File: config.mk
export PLATFORM = sky130hd
export DESIGN_NAME = neptuno_frame
export DESIGN_NICKNAME = d
export VERILOG_FILES = /design/src/design/frame_pkg.sv /design/src/design/frame_board.sv /design/src/design/frame_ctrl_regs.sv /design/src/design/frame_reset.sv /design/src/design/frame_snd_dac.sv /design/src/design/neptuno_frame.sv
export VERILOG_INCLUDE_DIRS = /design/src /design/src/design
export SDC_FILE = /design/constraint.sdc
export NUM_CORES = 1
export LEC_CHECK = 0
export BUFFER_PORTS_ARGS = -buffer_cell sky130_fd_sc_hd__clkbuf_2
export CORE_MARGIN = 2
export CORE_UTILIZATION = 44
export CTS_CLUSTER_DIAMETER = 200
export DETAILED_ROUTE_END_ITERATION = 8
export PLACE_DENSITY = 0.77
export SYNTH_ARGS = -nofsm -noshare
export SYNTH_HDL_FRONTEND = slang
export SYNTH_SLANG_ARGS = --single-unit
export TNS_END_PERCENT = 5
File: constraint.sdc
create_clock -name clk_sys -period 3.1 [get_ports clk_sys]
set_input_delay 0.465 -clock clk_sys [delete_from_list [all_inputs] [get_ports clk_sys]]
set_output_delay 0.465 -clock clk_sys [all_outputs]
set_load 0.01 [all_outputs]
File: src/design/frame_defines.svh
// ~~~~~~~~~~~~~~~~~~~~~~~~~~~~~~
// Board frame sizes, register map
// ~~~~~~~~~~~~~~~~~~~~~~~~~~~~~~
`ifndef FRAME_DEFINES_SVH
`define FRAME_DEFINES_SVH

// Bus and data widths
`define APB_AW                 4
`define APB_DW                 32
`define JOY_BOARD_W            16
`define JOY_GAME_W             10
`define SND_W                  16

// Reset lengths in clk_sys cycles
`define RST_CYCLES             16
`define GAME_RST_CYCLES        8

// Game side options
`define LED_BLINK_BITS         4
`define BUTTONS                2
`define GAME_INPUTS_ACTIVE_LOW 1

// Register map
`define ADDR_STATUS            4'h0
`define ADDR_JOY1              4'h4
`define ADDR_JOY2              4'h8

// Status word fields, fxlevel takes two bits from here up
`define STS_FLIP               1
`define STS_ROTATE             2
`define STS_FXLEVEL            3
`define STS_NO_FM              5
`define STS_NO_PSG             6
`define STS_TEST               7
`define STS_PAUSE              8
`define STS_DIPBASE            16

`endif

File: src/design/frame_pkg.sv
// ~~~~~~~~~~~~~~~~~~~~~~~~~~~~~~
// Board frame shared types
// ~~~~~~~~~~~~~~~~~~~~~~~~~~~~~~
`include "frame_defines.svh"

package frame_pkg;

    // APB side
    typedef logic [`APB_AW-1:0] apb_addr_t;
    typedef logic [`APB_DW-1:0] apb_data_t;

    // Status register is one full bus word
    typedef logic [`APB_DW-1:0] status_t;

    // Raw board stick: dirs 3..0, buttons 9..4, coin 10, start 11,
    // service 12, pause key 13
    typedef logic [`JOY_BOARD_W-1:0] board_joy_t;
    typedef logic [`JOY_GAME_W-1:0] game_joy_t;

    typedef logic [`SND_W-1:0] snd_sample_t;

    // Game DIP field sits in the upper part of the status word
    typedef logic [`APB_DW-`STS_DIPBASE-1:0] dipsw_t;

    // Board reset sequencer
    typedef enum logic [1:0] {
        RST_HOLD,
        RST_COUNT,
        RST_RUN
    } rst_state_t;

endpackage

File: src/design/frame_board.sv
// ~~~~~~~~~~~~~~~~~~~~~~~~~~~~~~
// DIP decode, joystick map and LED
// ~~~~~~~~~~~~~~~~~~~~~~~~~~~~~~
`timescale 1ns/100ps
`include "frame_defines.svh"

module frame_board
    import frame_pkg::*;
(
    input  logic       clk_sys,
    input  logic       sys_rst,
    input  status_t    status,
    input  board_joy_t joy1,
    input  board_joy_t joy2,
    input  logic [1:0] game_led,
    input  logic       downloading,
    // Game inputs
    output game_joy_t  game_joystick1,
    output game_joy_t  game_joystick2,
    output logic [1:0] game_coin,
    output logic [1:0] game_start,
    output logic       game_service,
    // DIP and options
    output logic       enable_fm,
    output logic       enable_psg,
    output logic       dip_test,
    output logic       dip_pause,
    output logic       dip_flip,
    output logic       rotate,
    output logic [1:0] dip_fxlevel,
    output dipsw_t     game_dipsw,
    output logic       led
);

    // Board stick bits past the game stick field
    localparam int JOY_COIN    = 10;
    localparam int JOY_START   = 11;
    localparam int JOY_SERVICE = 12;
    localparam int JOY_PAUSE   = 13;

    // Directions plus the buttons the game uses
    localparam game_joy_t JOY_MASK = game_joy_t'((1 << (4 + `BUTTONS)) - 1);
    localparam logic      INV      = `GAME_INPUTS_ACTIVE_LOW;

    logic                       pause_key;
    logic                       pause_q;
    logic                       pause_tog;
    logic [`LED_BLINK_BITS-1:0] blink_cnt;

    assign enable_fm   = ~status[`STS_NO_FM];
    assign enable_psg  = ~status[`STS_NO_PSG];
    assign dip_test    = status[`STS_TEST];
    assign dip_flip    = status[`STS_FLIP];
    assign rotate      = status[`STS_ROTATE];
    assign dip_fxlevel = status[`STS_FXLEVEL+1:`STS_FXLEVEL];
    assign game_dipsw  = status[`APB_DW-1:`STS_DIPBASE];

    // Mask unused buttons, then apply the game polarity
    assign game_joystick1 = (joy1[`JOY_GAME_W-1:0] & JOY_MASK) ^ {`JOY_GAME_W{INV}};
    assign game_joystick2 = (joy2[`JOY_GAME_W-1:0] & JOY_MASK) ^ {`JOY_GAME_W{INV}};
    assign game_coin      = {joy2[JOY_COIN], joy1[JOY_COIN]} ^ {2{INV}};
    assign game_start     = {joy2[JOY_START], joy1[JOY_START]} ^ {2{INV}};
    assign game_service   = (joy1[JOY_SERVICE] | joy2[JOY_SERVICE]) ^ INV;

    // Pause key from either player
    assign pause_key = joy1[JOY_PAUSE] | joy2[JOY_PAUSE];

    always_ff @(posedge clk_sys) begin
        if (sys_rst) begin
            pause_q   <= 1'b0;
            pause_tog <= 1'b0;
        end else begin
            pause_q <= pause_key;
            if (pause_key && !pause_q)
                pause_tog <= ~pause_tog;
        end
    end

    assign dip_pause = status[`STS_PAUSE] ^ pause_tog;

    // Free running blink counter
    always_ff @(posedge clk_sys) begin
        if (sys_rst)
            blink_cnt <= '0;
        else
            blink_cnt <= blink_cnt + 1'b1;
    end

    assign led = downloading ? blink_cnt[`LED_BLINK_BITS-1] : game_led[0];

endmodule

File: src/design/frame_ctrl_regs.sv
// ~~~~~~~~~~~~~~~~~~~~~~~~~~~~~~
// APB config registers, status and joysticks
// ~~~~~~~~~~~~~~~~~~~~~~~~~~~~~~
`timescale 1ns/100ps
`include "frame_defines.svh"

module frame_ctrl_regs
    import frame_pkg::*;
(
    input  logic       clk_sys,
    input  logic       rst,
    // APB slave
    input  apb_addr_t  paddr,
    input  logic       psel,
    input  logic       penable,
    input  logic       pwrite,
    input  apb_data_t  pwdata,
    output apb_data_t  prdata,
    output logic       pready,
    output logic       pslverr,
    // Register outputs
    output status_t    status,
    output board_joy_t joy1,
    output board_joy_t joy2
);

    logic      access;
    logic      addr_hit;
    apb_data_t rd_data;

    // Access phase, no wait states
    assign access = psel && penable;

    // Address decode and read mux
    always_comb begin
        addr_hit = 1'b1;
        rd_data  = '0;
        case (paddr)
            `ADDR_STATUS: rd_data = status;
            `ADDR_JOY1: begin
                rd_data = {{(`APB_DW-`JOY_BOARD_W){1'b0}}, joy1};
            end
            `ADDR_JOY2: begin
                rd_data = {{(`APB_DW-`JOY_BOARD_W){1'b0}}, joy2};
            end
            default: addr_hit = 1'b0;
        endcase
    end

    // Writes land on the edge closing the access phase
    always_ff @(posedge clk_sys) begin
        if (rst) begin
            status <= '0;
            joy1   <= '0;
            joy2   <= '0;
        end else if (access && pwrite) begin
            case (paddr)
                `ADDR_STATUS: status <= pwdata;
                `ADDR_JOY1:   joy1   <= pwdata[`JOY_BOARD_W-1:0];
                `ADDR_JOY2:   joy2   <= pwdata[`JOY_BOARD_W-1:0];
                default: ;
            endcase
        end
    end

    assign pready  = access;
    assign pslverr = access && !addr_hit;

    // Unmapped reads give zero through the default of the mux
    assign prdata  = (access && !pwrite) ? rd_data : '0;

endmodule

File: src/design/frame_reset.sv
// ~~~~~~~~~~~~~~~~~~~~~~~~~~~~~~
// Board reset sequencer, game reset stretch
// ~~~~~~~~~~~~~~~~~~~~~~~~~~~~~~
`timescale 1ns/100ps
`include "frame_defines.svh"

module frame_reset
    import frame_pkg::*;
(
    input  logic clk_sys,
    input  logic rst,
    input  logic pll_locked,
    input  logic rst_req,
    input  logic downloading,
    input  logic dip_flip,
    output logic sys_rst,
    output logic game_rst
);

    localparam int RST_CW  = $clog2(`RST_CYCLES + 1);
    localparam int GAME_CW = $clog2(`GAME_RST_CYCLES + 1);

    rst_state_t         state;
    logic [RST_CW-1:0]  rst_cnt;
    logic [GAME_CW-1:0] game_cnt;
    logic               flip_q;
    logic               game_cause;

    // Count starts on the first edge with both causes gone
    always_ff @(posedge clk_sys) begin
        if (rst || !pll_locked) begin
            state   <= RST_HOLD;
            rst_cnt <= '0;
        end else begin
            case (state)
                RST_HOLD: begin
                    state   <= RST_COUNT;
                    rst_cnt <= RST_CW'(1);
                end
                RST_COUNT: begin
                    if (rst_cnt == RST_CW'(`RST_CYCLES - 1))
                        state <= RST_RUN;
                    else
                        rst_cnt <= rst_cnt + 1'b1;
                end
                default: ;
            endcase
        end
    end

    assign sys_rst = (state != RST_RUN);

    // A flip change restarts the game
    assign game_cause = sys_rst || rst_req || downloading || (dip_flip != flip_q);

    // Reload on every cause, then run down
    always_ff @(posedge clk_sys) begin
        if (rst) begin
            flip_q   <= 1'b0;
            game_cnt <= GAME_CW'(`GAME_RST_CYCLES);
        end else begin
            flip_q <= dip_flip;
            if (game_cause)
                game_cnt <= GAME_CW'(`GAME_RST_CYCLES);
            else if (game_cnt != '0)
                game_cnt <= game_cnt - 1'b1;
        end
    end

    assign game_rst = game_cause || (game_cnt != '0);

endmodule

File: src/design/frame_snd_dac.sv
// ~~~~~~~~~~~~~~~~~~~~~~~~~~~~~~
// First order sigma-delta DAC
// ~~~~~~~~~~~~~~~~~~~~~~~~~~~~~~
`timescale 1ns/100ps
`include "frame_defines.svh"

module frame_snd_dac
    import frame_pkg::*;
(
    input  logic        clk_sys,
    input  logic        sys_rst,
    input  snd_sample_t sample,
    output logic        pdm
);

    // Top bit holds the carry of the last add
    logic [`SND_W:0] acc;

    always_ff @(posedge clk_sys) begin
        if (sys_rst) begin
            acc <= '0;
            pdm <= 1'b0;
        end else begin
            // Only the residue is fed back
            acc <= {1'b0, acc[`SND_W-1:0]} + {1'b0, sample};
            pdm <= acc[`SND_W];
        end
    end

endmodule

File: src/design/neptuno_frame.sv
// ~~~~~~~~~~~~~~~~~~~~~~~~~~~~~~
// NeptUNO board frame top level
// ~~~~~~~~~~~~~~~~~~~~~~~~~~~~~~
`timescale 1ns/100ps
`include "frame_defines.svh"

module neptuno_frame
    import frame_pkg::*;
(
    input  logic        clk_sys,
    input  logic        rst,
    input  logic        pll_locked,
    input  logic        rst_req,
    input  logic        downloading,
    input  logic [1:0]  game_led,
    // APB from the microcontroller
    input  apb_addr_t   paddr,
    input  logic        psel,
    input  logic        penable,
    input  logic        pwrite,
    input  apb_data_t   pwdata,
    output apb_data_t   prdata,
    output logic        pready,
    output logic        pslverr,
    // Sound
    input  snd_sample_t snd_left,
    input  snd_sample_t snd_right,
    // Game side
    output logic        game_rst,
    output game_joy_t   game_joystick1,
    output game_joy_t   game_joystick2,
    output logic [1:0]  game_coin,
    output logic [1:0]  game_start,
    output logic        game_service,
    output logic        enable_fm,
    output logic        enable_psg,
    output logic        dip_test,
    output logic        dip_pause,
    output logic        dip_flip,
    output logic        rotate,
    output logic [1:0]  dip_fxlevel,
    output dipsw_t      game_dipsw,
    output logic        led,
    output logic        audio_l,
    output logic        audio_r
);

    status_t    status;
    board_joy_t joy1;
    board_joy_t joy2;
    logic       sys_rst;

    // Config registers run on the raw reset
    frame_ctrl_regs u_regs (
        .clk_sys ( clk_sys ),
        .rst     ( rst     ),
        .paddr   ( paddr   ),
        .psel    ( psel    ),
        .penable ( penable ),
        .pwrite  ( pwrite  ),
        .pwdata  ( pwdata  ),
        .prdata  ( prdata  ),
        .pready  ( pready  ),
        .pslverr ( pslverr ),
        .status  ( status  ),
        .joy1    ( joy1    ),
        .joy2    ( joy2    )
    );

    frame_reset u_reset (
        .clk_sys     ( clk_sys              ),
        .rst         ( rst                  ),
        .pll_locked  ( pll_locked           ),
        .rst_req     ( rst_req              ),
        .downloading ( downloading          ),
        .dip_flip    ( status[`STS_FLIP]    ),
        .sys_rst     ( sys_rst              ),
        .game_rst    ( game_rst             )
    );

    frame_board u_board (
        .clk_sys        ( clk_sys        ),
        .sys_rst        ( sys_rst        ),
        .status         ( status         ),
        .joy1           ( joy1           ),
        .joy2           ( joy2           ),
        .game_led       ( game_led       ),
        .downloading    ( downloading    ),
        .game_joystick1 ( game_joystick1 ),
        .game_joystick2 ( game_joystick2 ),
        .game_coin      ( game_coin      ),
        .game_start     ( game_start     ),
        .game_service   ( game_service   ),
        .enable_fm      ( enable_fm      ),
        .enable_psg     ( enable_psg     ),
        .dip_test       ( dip_test       ),
        .dip_pause      ( dip_pause      ),
        .dip_flip       ( dip_flip       ),
        .rotate         ( rotate         ),
        .dip_fxlevel    ( dip_fxlevel    ),
        .game_dipsw     ( game_dipsw     ),
        .led            ( led            )
    );

    // One DAC per channel
    frame_snd_dac u_dac_l (
        .clk_sys ( clk_sys  ),
        .sys_rst ( sys_rst  ),
        .sample  ( snd_left ),
        .pdm     ( audio_l  )
    );

    frame_snd_dac u_dac_r (
        .clk_sys ( clk_sys   ),
        .sys_rst ( sys_rst   ),
        .sample  ( snd_right ),
        .pdm     ( audio_r   )
    );

endmodule

==> results, run 1 <==
- The run finished with clean final reports.
- The switching power total is between 0.8 and 0.9 mW.
- The leakage dissipation is 3.26 nW.
- The number of nets in the layout is a little over 1,000.
- After layout, the worst path uses 80.5% of the clock period.
- Across all hold checks on the routed design, the worst slack comes to ~270 ps.
- The core area is 13,900 um2.
- In this run the post-CTS setup repair buffer count came out at 0.
- For the worst-skew pair, the clock arrives at the later sink with an insertion delay of 410 ps.
- On the worst path, the slowest cell contributes a delay of 690 ps.
- The data required time of the worst path is 2630 ps.
- The sequential cell area is 2360 um2.
- The average wire length per cell after detail routing is 14.5 um.
- The slowest stage of the critical path belongs to the cell sky130_fd_sc_hd__nor4_4.
- The initial antenna violation count is 0.
- In this run, the combinational gates consume 5.7% of the power.
- The cell count after placement is ~1,100.
- The number of synthesized flops with an enable pin is 0.
- The library cell appearing most often on the critical path is sky130_fd_sc_hd__clkbuf_2.
- The clock skew after layout is 6.57 ps.
- For the pin with the worst max-slew slack, the measured transition is 779 ps.
- The worst endpoint data arrival time is 2030 ps.
- Along the worst path, the maximum fanout reaches 11.
- Detailed placement ended at an HPWL of 11.4 mm.
- The largest total area in the synthesized netlist belongs to sky130_fd_sc_hd__dfxtp_1.
- The vertical die dimension is 123 um.
- The largest vdd supply drop is 370 uV.
- In this run, synthesis produced a sequential element count of 118.
- The worst-case register-to-register setup slack is 760 ps.
- The number of cells on the worst reg-to-reg path is 7.
- The share of cells above drive strength 1 is 22.7%.
- The clock-pin slew on the worst setup and hold paths is 60 ps.
- The final weighted congestion of routability-driven global placement is 0.816.
- The startpoint identified for the worst register-to-register timing path is u_dac_l.acc[0].
- Sequential cells burn 41.5% of the power.
- The hold path startpoint is pwdata[17].
- CTS placed an instance of sky130_fd_sc_hd__clkbuf_16 at the clock tree root.
- The power density of the placed cells is approximately 480 nW/um2.
- Sorting the synthesized cells by how often they occur yields sky130_fd_sc_hd__nand2_1 (148), sky130_fd_sc_hd__dfxtp_1 (118), sky130_fd_sc_hd__a21oi_1 (93), sky130_fd_sc_hd__nor2_1 (65), sky130_fd_sc_hd__ha_1 (37).
- Entering global routing, the biggest net connects 50 pins.
- The signal on the critical path passes through clkbuf_2, nor4_4, buf_4, a222oi_1, nor2_1, clkbuf_2.
- The first global-routing pass estimated 25.8 mm of wire.
- The clock tree buffer depth is 2.
- The prevailing post-synth register cell is sky130_fd_sc_hd__dfxtp_1.
- For this run, the number of Yosys warnings is 0.
- The count of placed standard cells in the final layout, fillers left out is 1,100.
- In this run, distinct cell masters in the synthesized netlist total 64.
- The worst max-slew margin expressed relative to the limit is between 40 and 50%.
- Counting instances, the worst hold path has a depth of 3.
- Yosys instantiated no cell more often than sky130_fd_sc_hd__nand2_1.
- The number of DRC violations after detailed-routing iteration 0 is 438.
- The aggregate negative setup slack is 0 ps.
- The routed layout has 5,885 vias.
- The element type at the critical path start is a primary input.
- The number of global-route vias before repair was roughly 5,500.
- The kind of end point of the critical path is an output port.
- In the synthesized netlist the async set-or-reset flop fraction comes to 0%.
- The worst setup path is of the in -> out kind.
- The post-route total power is 3.68 mW.
- The overall track demand over capacity in global routing is 21.5%.
- Setup violations remaining at the end of the flow were counted as 0.
- The combined area of all synthesized cells is approximately 6200 um2.
- Once the floorplan was initialized, standard cells occupied 44.9% of the core.
- The horizontal die dimension is approximately 120 um.
- The number of top-level pins is 165.
- The die area is roughly 15,000 um2.
- For this run, the register share of the synthesized area comes to 37.9%.
- The DRC violation count after routing is 0.
- The clock network power share is 52.8%.
- The first detailed-routing pass ran for 6 iterations.
- Net switching is 23.3% of the power.
- The average instance in the mapped netlist occupies 8.03 um2.
- For this run, the share of the core covered by cells in the final layout is 54.6%.
- The final count of hold timing violations is 0.
- Yosys attributes the largest share of cell area to sky130_fd_sc_hd__dfxtp_1 (38%), sky130_fd_sc_hd__nand2_1 (8.9%), sky130_fd_sc_hd__a21oi_1 (7.5%).
- The H-tree depth is 4.
- The area fraction of the dominant cell type after synthesis is 37.9%.
- The synthesized instance count is 776.
- The highest attainable clock frequency is 0.401 GHz.
- The count of fill cells added during filler insertion is 1,325.
- The detailed-route vias per instance is 5.35.
- Compared with the post-synthesis result, the final layout area differs by 21.6%.
- In this run, post-CTS repair resized a total of 0 instances.
- The total count of max-transition violations in the final report was 0.
- The max-capacitance violation count is 0.
- The remaining antenna violation count is 0.
- Setup repair after global routing left no endpoint under its margin.
- Input and output buffers added on the ports amount to 155.
- The worst path needs ~2500 ps of the cycle, external delays included.
- The antenna diode count is 0.
- The tree built by TritonCTS fans out to 118 sinks.
- The overall overflow remaining after global route is 0.
- The number of hold buffers added after cts is 0.
- The multi-input logic area is 3400 um2.
- In this run the worst hold path is classified as in -> reg.
- Clock tree synthesis inserted a total of 17 buffers.
- Row generation in the floorplan step produced 43 rows.
- TritonCTS built the clock tree.
- The total internal power is 2.82 mW.
- The aggregate routed wire length is 15.9 mm.
- The path with the worst hold slack has its endpoint at u_regs.status[17].
- The most critical setup path has its startpoint at paddr[1].
- The critical register-to-register path endpoint is u_dac_l.acc[16].
## worst max-delay path: cells and delay by family
kind | cells | cell delay [ps]
buffers and inverters | 3 | 610
and+or+nand+nor | 2 | 820
AOI/OAI and AO/OA | 1 | 130
## area by class of cell
type | instances | share of cell area (%)
clock buffers | 19 | 5.84
clock inverters | 13 | 1.95
inverters | 34 | 1.68
multi-input cells | 569 | 44.8
flip-flops and latches | 118 | 31.2
well taps | 180 | 2.97
repair buffers | 167 | 11.6
## flip-flops by register name, summed over array words and instances, names as in the netlist
register and count:
u_reset.rst_cnt 5, u_reset.game_cnt 4, u_regs.status 32, u_dac_l.pdm 1, u_dac_r.pdm 1, u_reset.state 2
u_regs.joy2 16, u_dac_l.acc 17, u_board.pause_q 1, u_reset.flip_q 1, u_dac_r.acc 17, u_board.pause_tog 1
u_board.blink_cnt 4, u_regs.joy1 16
## power groups by stage
| stage | combinational, mW | clock (mW) | sequential (mW) |
|---|---|---|---|
| detailed placement | 0.206 | 0 | 1.56 |
| CTS | 0.208 | 1.98 | 1.53 |
| global placement | 0.204 | 0 | 1.56 |
| floorplan | 0.120 | 0 | 1.56 |
| global route | 0.230 | 2.06 | 1.53 |
| finish | 0.209 | 1.94 | 1.53 |
## worst max path at each step
stage / to / slack, ps / cells after the start
floorplan: u_dac_l.acc[16] / 860 / 7
global placement: u_dac_l.acc[16] / 500 / 8
detailed placement: u_dac_l.acc[16] / 500 / 8
CTS: prdata[15] / 610 / 6
global route: prdata[2] / 520 / 6
finish: prdata[6] / 610 / 6
## stage by stage
step,area (um2),worst slack [ps]
floorplan,6260,862
global placement,6990,503
detailed placement,6990,497
CTS,7580,612
global route,7580,524
finish,7580,605
## layout by cell type (no fill, tap or decap), drive strengths merged, types with 16 or more instances in the layout
master and instances:
o21ai 19, dfxtp 118, nor2 65, inv 37, a21oi 93, nand3 17
a222oi 16, nand2 148, ha 37, and3 25, clkbuf 174
## cell families after synthesis
kind of cell,Yosys count,synth area share (%)
other,1,0.0601
xor gates and xnor gates,22,3.09
muxes,3,0.522
buffers and inverters,96,8.01
AOI/OAI and AO/OA,190,19.6
and+or+nand+nor,307,22.8
adders and majority gates,39,8.07
DFF,118,37.9
## per-layer routing
layer	GRT usage, %	vias to the layer above	wire, um
met5	0	-	0
met4	7.39	0	225
met3	6.64	22	1240
met2	37.2	202	7660
met1	25.0	2718	6800
li1	-	2943	-
(Power assumes the default switching activity.)
==> run 2, diff against run 1 <==
--- a/config.mk
+++ b/config.mk
@@ -6,12 +6,13 @@
 export SDC_FILE = /design/constraint.sdc
 export NUM_CORES = 1
 export LEC_CHECK = 0
+export ABC_AREA = 1
 export BUFFER_PORTS_ARGS = -buffer_cell sky130_fd_sc_hd__clkbuf_2
 export CORE_MARGIN = 2
 export CORE_UTILIZATION = 44
 export CTS_CLUSTER_DIAMETER = 200
 export DETAILED_ROUTE_END_ITERATION = 8
-export PLACE_DENSITY = 0.77
+export PLACE_DENSITY = 0.76
 export SYNTH_ARGS = -nofsm -noshare
 export SYNTH_HDL_FRONTEND = slang
 export SYNTH_SLANG_ARGS = --single-unit
==> constraint.sdc (replaced) <==
create_clock -name clk_sys -period 2.4 [get_ports clk_sys]
set_input_delay 0.36 -clock clk_sys [delete_from_list [all_inputs] [get_ports clk_sys]]
set_output_delay 0.36 -clock clk_sys [all_outputs]
set_load 0.01 [all_outputs]
==> run 2 against run 1 <==
  * Core utilization down 1.1 points
  * Global-route usage shrank 1.7 points
  * Routed wire length is 0.56% higher
  * Hold slack worse by 92 ps
  * Largest power group unchanged
  * Die area is 8.8% higher
  * First-iteration DRC count fell by 24%
  * Via count grew 8.0%
  * Area after synthesis is 9.1% higher
  * Cell count rose by 20%
==> results, run 2 <==
- The top cell type by area accounts for 34.7% of the synthesized area.
- The first global-routing pass estimated ~26 mm of wire.
- Summed over all failing endpoints, the final setup total negative slack is 0 ps.
- The critical path goes through clkbuf_2, nor2_4, nand3_2, buf_4, o22ai_1, o21ai_0, inv_1, clkbuf_2.
- The final worst-path cycle share is 83.7%.
- The cell count after synthesis came out at 986.
- The highest attainable clock frequency is around 0.50 GHz.
- Ranked by flip-flop count, first place goes to u_regs.status.
- Detailed placement finished with a half-perimeter wire length of approximately 12 mm.
- The clock-pin slew on the worst setup and hold paths is 60 ps.
- Setup repair after global routing left no endpoint under its margin.
- After floorplanning, the core was sized to cover 15,100 um2.
- The total count of max-transition violations in the final report is 0.
- The final weighted congestion of routability-driven global placement is between 0.8 and 0.9.
- The leakage dissipation is around 4.0 nW.
- On the critical path the largest part of the delay comes from buffers and inverters.
- Counting cells, the worst reg-to-reg path comes to 8.
- The clock tree from TritonCTS is built.
- The total iterations of the first detailed-routing run is 5.
- Summing the sequential cell areas from Yosys gives around a third of the chip area.
- The cell count after placement is 1,293.
- The routed design could run at a clock period as short as 2010 ps.
- The beginning of the critical path is paddr[1].
- The prevailing post-synth register cell is sky130_fd_sc_hd__dfxtp_1.
- The kind of end point of the critical path is an output port.
- Combinational logic burns 6.3% of the power.
- No sink is reached through more buffers than the 2 on the longest clock path.
- In this run switching power makes up 25.1% of total power.
- The number of top-level pins is 165.
- In this run the critical register-to-register path is captured at u_dac_l.acc[16].
- In the final layout, the share of cells above drive strength 1 is about a quarter.
- The switching power total is 1.14 mW.
- The number of warning messages in the yosys log is 0.
- The maximum net fanout on the critical path is 7.
- The register with the most flip-flops in the layout has 32 of them.
- The synthesized netlist occupies a cell area of 6800 um2.
- The critical path ends at prdata[13].
- The slowest library cell on the worst path is sky130_fd_sc_hd__nand3_2.
- Cells fill between 50 and 60% of the core in the end.
- The overall overflow remaining after global route is 0.
- Across the VDD grid, the largest voltage drop is 482 uV.
- Hold repair after CTS inserted 0 buffers.
- The most instantiated library cell after synthesis is sky130_fd_sc_hd__nand2_1.
- Summing over every cut layer, the via total after detailed routing is 6,355.
- Excluding fillers, the count of instances in the completed layout stands at 1,324.
- The antenna diode count is 0.
- Relative to the synthesized area, the layout overhead comes to 19.1%.
- Data arrives at the worst endpoint at around 1700 ps.
- The largest registers in the layout are u_regs.status (32), u_dac_l.acc (17), u_dac_r.acc (17).
- The detail route stage leaves a number of antenna-violating nets equal to 0.
- The H-tree was split into 4 levels.
- The number of nets in the layout is 1,241.
- The worst-case register-to-register setup slack is 650 ps.
- The floorplan has 45 rows.
- The average wire length per cell after detail routing is 12.1 um.
- The number of synthesized flops with an enable pin is 0.
- Once layout is done, the placed cells without fillers occupy 8100 um2.
- The overall track demand over capacity in global routing is 19.7%.
- STA classifies the critical path startpoint as a primary input.
- Once routing completed, OpenROAD measured the worst setup slack at 391 ps.
- For this run, asynchronously set or reset flops after synthesis account for 0%.
- The worst setup slack before clock tree synthesis is 402 ps.
- The initial antenna violation count is 0.
- The count of clock tree sinks is about 120.
- The most frequent standard cell in the layout excluding fill and tap cells is sky130_fd_sc_hd__nand2_1.
- Fill cells in the final layout number 1,485.
- The flow ran to the end, and the final reports show no timing, DRC or antenna violations.
- Post-CTS repair changed the size of 0 cells.
- The later pin in the worst-skew pair is clocked with a latency of between 400 and 500 ps.
- The number of different library cells used by synthesis comes to between 40 and 50.
- The worst hold path belongs to the class in -> reg.
- The number of buffer and inverter stages on the critical path is 4.
- Measured along the y axis, the die boundary spans approximately 130 um.
- For this run, the slowest stage of the critical path takes 250 ps.
- At the pin with the least slew margin, the transition time is 689 ps.
- The worst setup path is of the in -> out kind.
- The final count of hold timing violations is 0.
- Sorting the synthesized cells by how often they occur yields sky130_fd_sc_hd__nand2_1 (305), sky130_fd_sc_hd__inv_1 (139), sky130_fd_sc_hd__dfxtp_1 (118), sky130_fd_sc_hd__nor2_1 (111), sky130_fd_sc_hd__a21oi_1 (65).
- The data required time of the worst path is around 2000 ps.
- The die covers 16,500 um2.
- The count of endpoints failing setup in the final report is 0.
- The placed cell area is 7570 um2.
- The tool flagged a number of max-cap violations equal to 0.
- The number of storage elements in the synthesis netlist is 118.
- The depth of the critical timing path with buffers and inverters included is 8.
- In this run, flip-flops and latches consume 43.6% of the power.
- The detailed-route vias per instance is 4.80.
- The completed layout was analyzed and its total power is around 4.5 mW.
- The starting utilization of the core area is 44.9%.
- The tree is rooted in a sky130_fd_sc_hd__clkbuf_16.
- The post-CTS repair timing setup buffer count is 0.
- Sorting the synthesized cells by area gives the leading types as sky130_fd_sc_hd__dfxtp_1 (35%), sky130_fd_sc_hd__nand2_1 (17%), sky130_fd_sc_hd__inv_1 (7.7%).
- In this run the tool buffered the top-level ports with around 160 buffer cells.
- The total internal power is 3.39 mW.
- After the first detailed-routing iteration, the DRC count stood at 333.
- The floorplan step set the die width to between 100 and 150 um.
- Leaving out fill and tap cells, the most frequent cells in the layout are sky130_fd_sc_hd__nand2_1 (305), sky130_fd_sc_hd__clkbuf_2 (154), sky130_fd_sc_hd__inv_1 (139), sky130_fd_sc_hd__dfxtp_1 (118), sky130_fd_sc_hd__nor2_1 (111).
- Entering global routing, the biggest net connects 67 pins.
- The number of buffers added by the clock tree synthesis step is 17.
- The number of global-route vias before repair is approximately 5,800.
- In this run the critical register-to-register path is launched from u_dac_l.acc[0].
- In the routed design, unresolved DRC markers number 0.
- The library cell appearing most often on the critical path is sky130_fd_sc_hd__clkbuf_2.
- Each instance of the synthesized netlist takes up on average 6.90 um2.
- On the final layout, the worst clock skew is 11.2 ps.
- Summed over all layers, the routed wires come to 16.0 mm.
- The worst pin sits at a relative slew slack of 54.0%.
- The library cell occupying the most area in the post-synthesis netlist is sky130_fd_sc_hd__dfxtp_1.
- For this design the ratio of total power to cell area is 558 nW/um2.
- The tightest hold path in the finished design has a slack of approximately 180 ps.
- The share of total power dissipated in the clock network is 50.1%.
run 2: power groups by stage:
stage	clock (mW)	sequential (mW)	combinational [mW]
after floorplan	0	2.01	0.167
after global placement	0	2.01	0.277
after detailed placement	0	2.01	0.282
after CTS	2.32	1.97	0.284
after global routing	2.42	1.97	0.317
final	2.27	1.97	0.283
run 2: layer usage:
layer	part of all wire (%)	track usage, %
met5	0	0
met4	0.76	4.40
met3	6.4	6.15
met2	48	34.5
met1	45	23.8
run 2: cell type report:
| class | instances | area, um2 | share of cell area, % |
|---|---|---|---|
| timing repair buffer | 165 | 866 | 10.7 |
| multi-input combinational | 677 | 3560 | 44.0 |
| tap | 188 | 235 | 2.90 |
| clock buffer | 17 | 425 | 5.25 |
| inverter | 145 | 547 | 6.75 |
| clock inverter | 14 | 105 | 1.30 |
| sequential | 118 | 2360 | 29.2 |
run 2: worst min path at each step:
stage	from	endpoint	slack, ps	depth (start not counted)
after CTS	pwdata[20]	u_regs.status[20]	160	3
after global placement	u_dac_r.acc[16]	u_dac_r.pdm	400	2
after global routing	pwdata[17]	u_regs.status[17]	170	3
final	pwdata[20]	u_regs.status[20]	180	3
after detailed placement	u_dac_r.acc[16]	u_dac_r.pdm	400	2
after floorplan	u_dac_l.acc[16]	u_dac_l.pdm	390	2
run 2: cell families (layout without fill, tap and decap cells):
| group | Yosys count | after routing | share of synthesized area [%] |
|---|---|---|---|
| simple gates | 487 | 487 | 29.6 |
| buf+inv | 198 | 341 | 13.3 |
| compound gates | 140 | 140 | 14.5 |
| flops | 118 | 118 | 34.7 |
| fa+ha+maj | 39 | 39 | 7.40 |
| xor+xnor | 2 | 2 | 0.258 |
| other cells | 1 | 8 | 0.0551 |
| mux | 1 | 1 | 0.147 |
run 2: worst reg2reg max path: stages, from the launching register on:
cell and delay (ps):
sky130_fd_sc_hd__dfxtp_1 300, sky130_fd_sc_hd__ha_1 200, sky130_fd_sc_hd__fa_1 420, sky130_fd_sc_hd__nand3_1 100, sky130_fd_sc_hd__nand3_1 140, sky130_fd_sc_hd__nand3_1 110
sky130_fd_sc_hd__nand3_1 140, sky130_fd_sc_hd__a21oi_1 190, sky130_fd_sc_hd__nor2_1 50
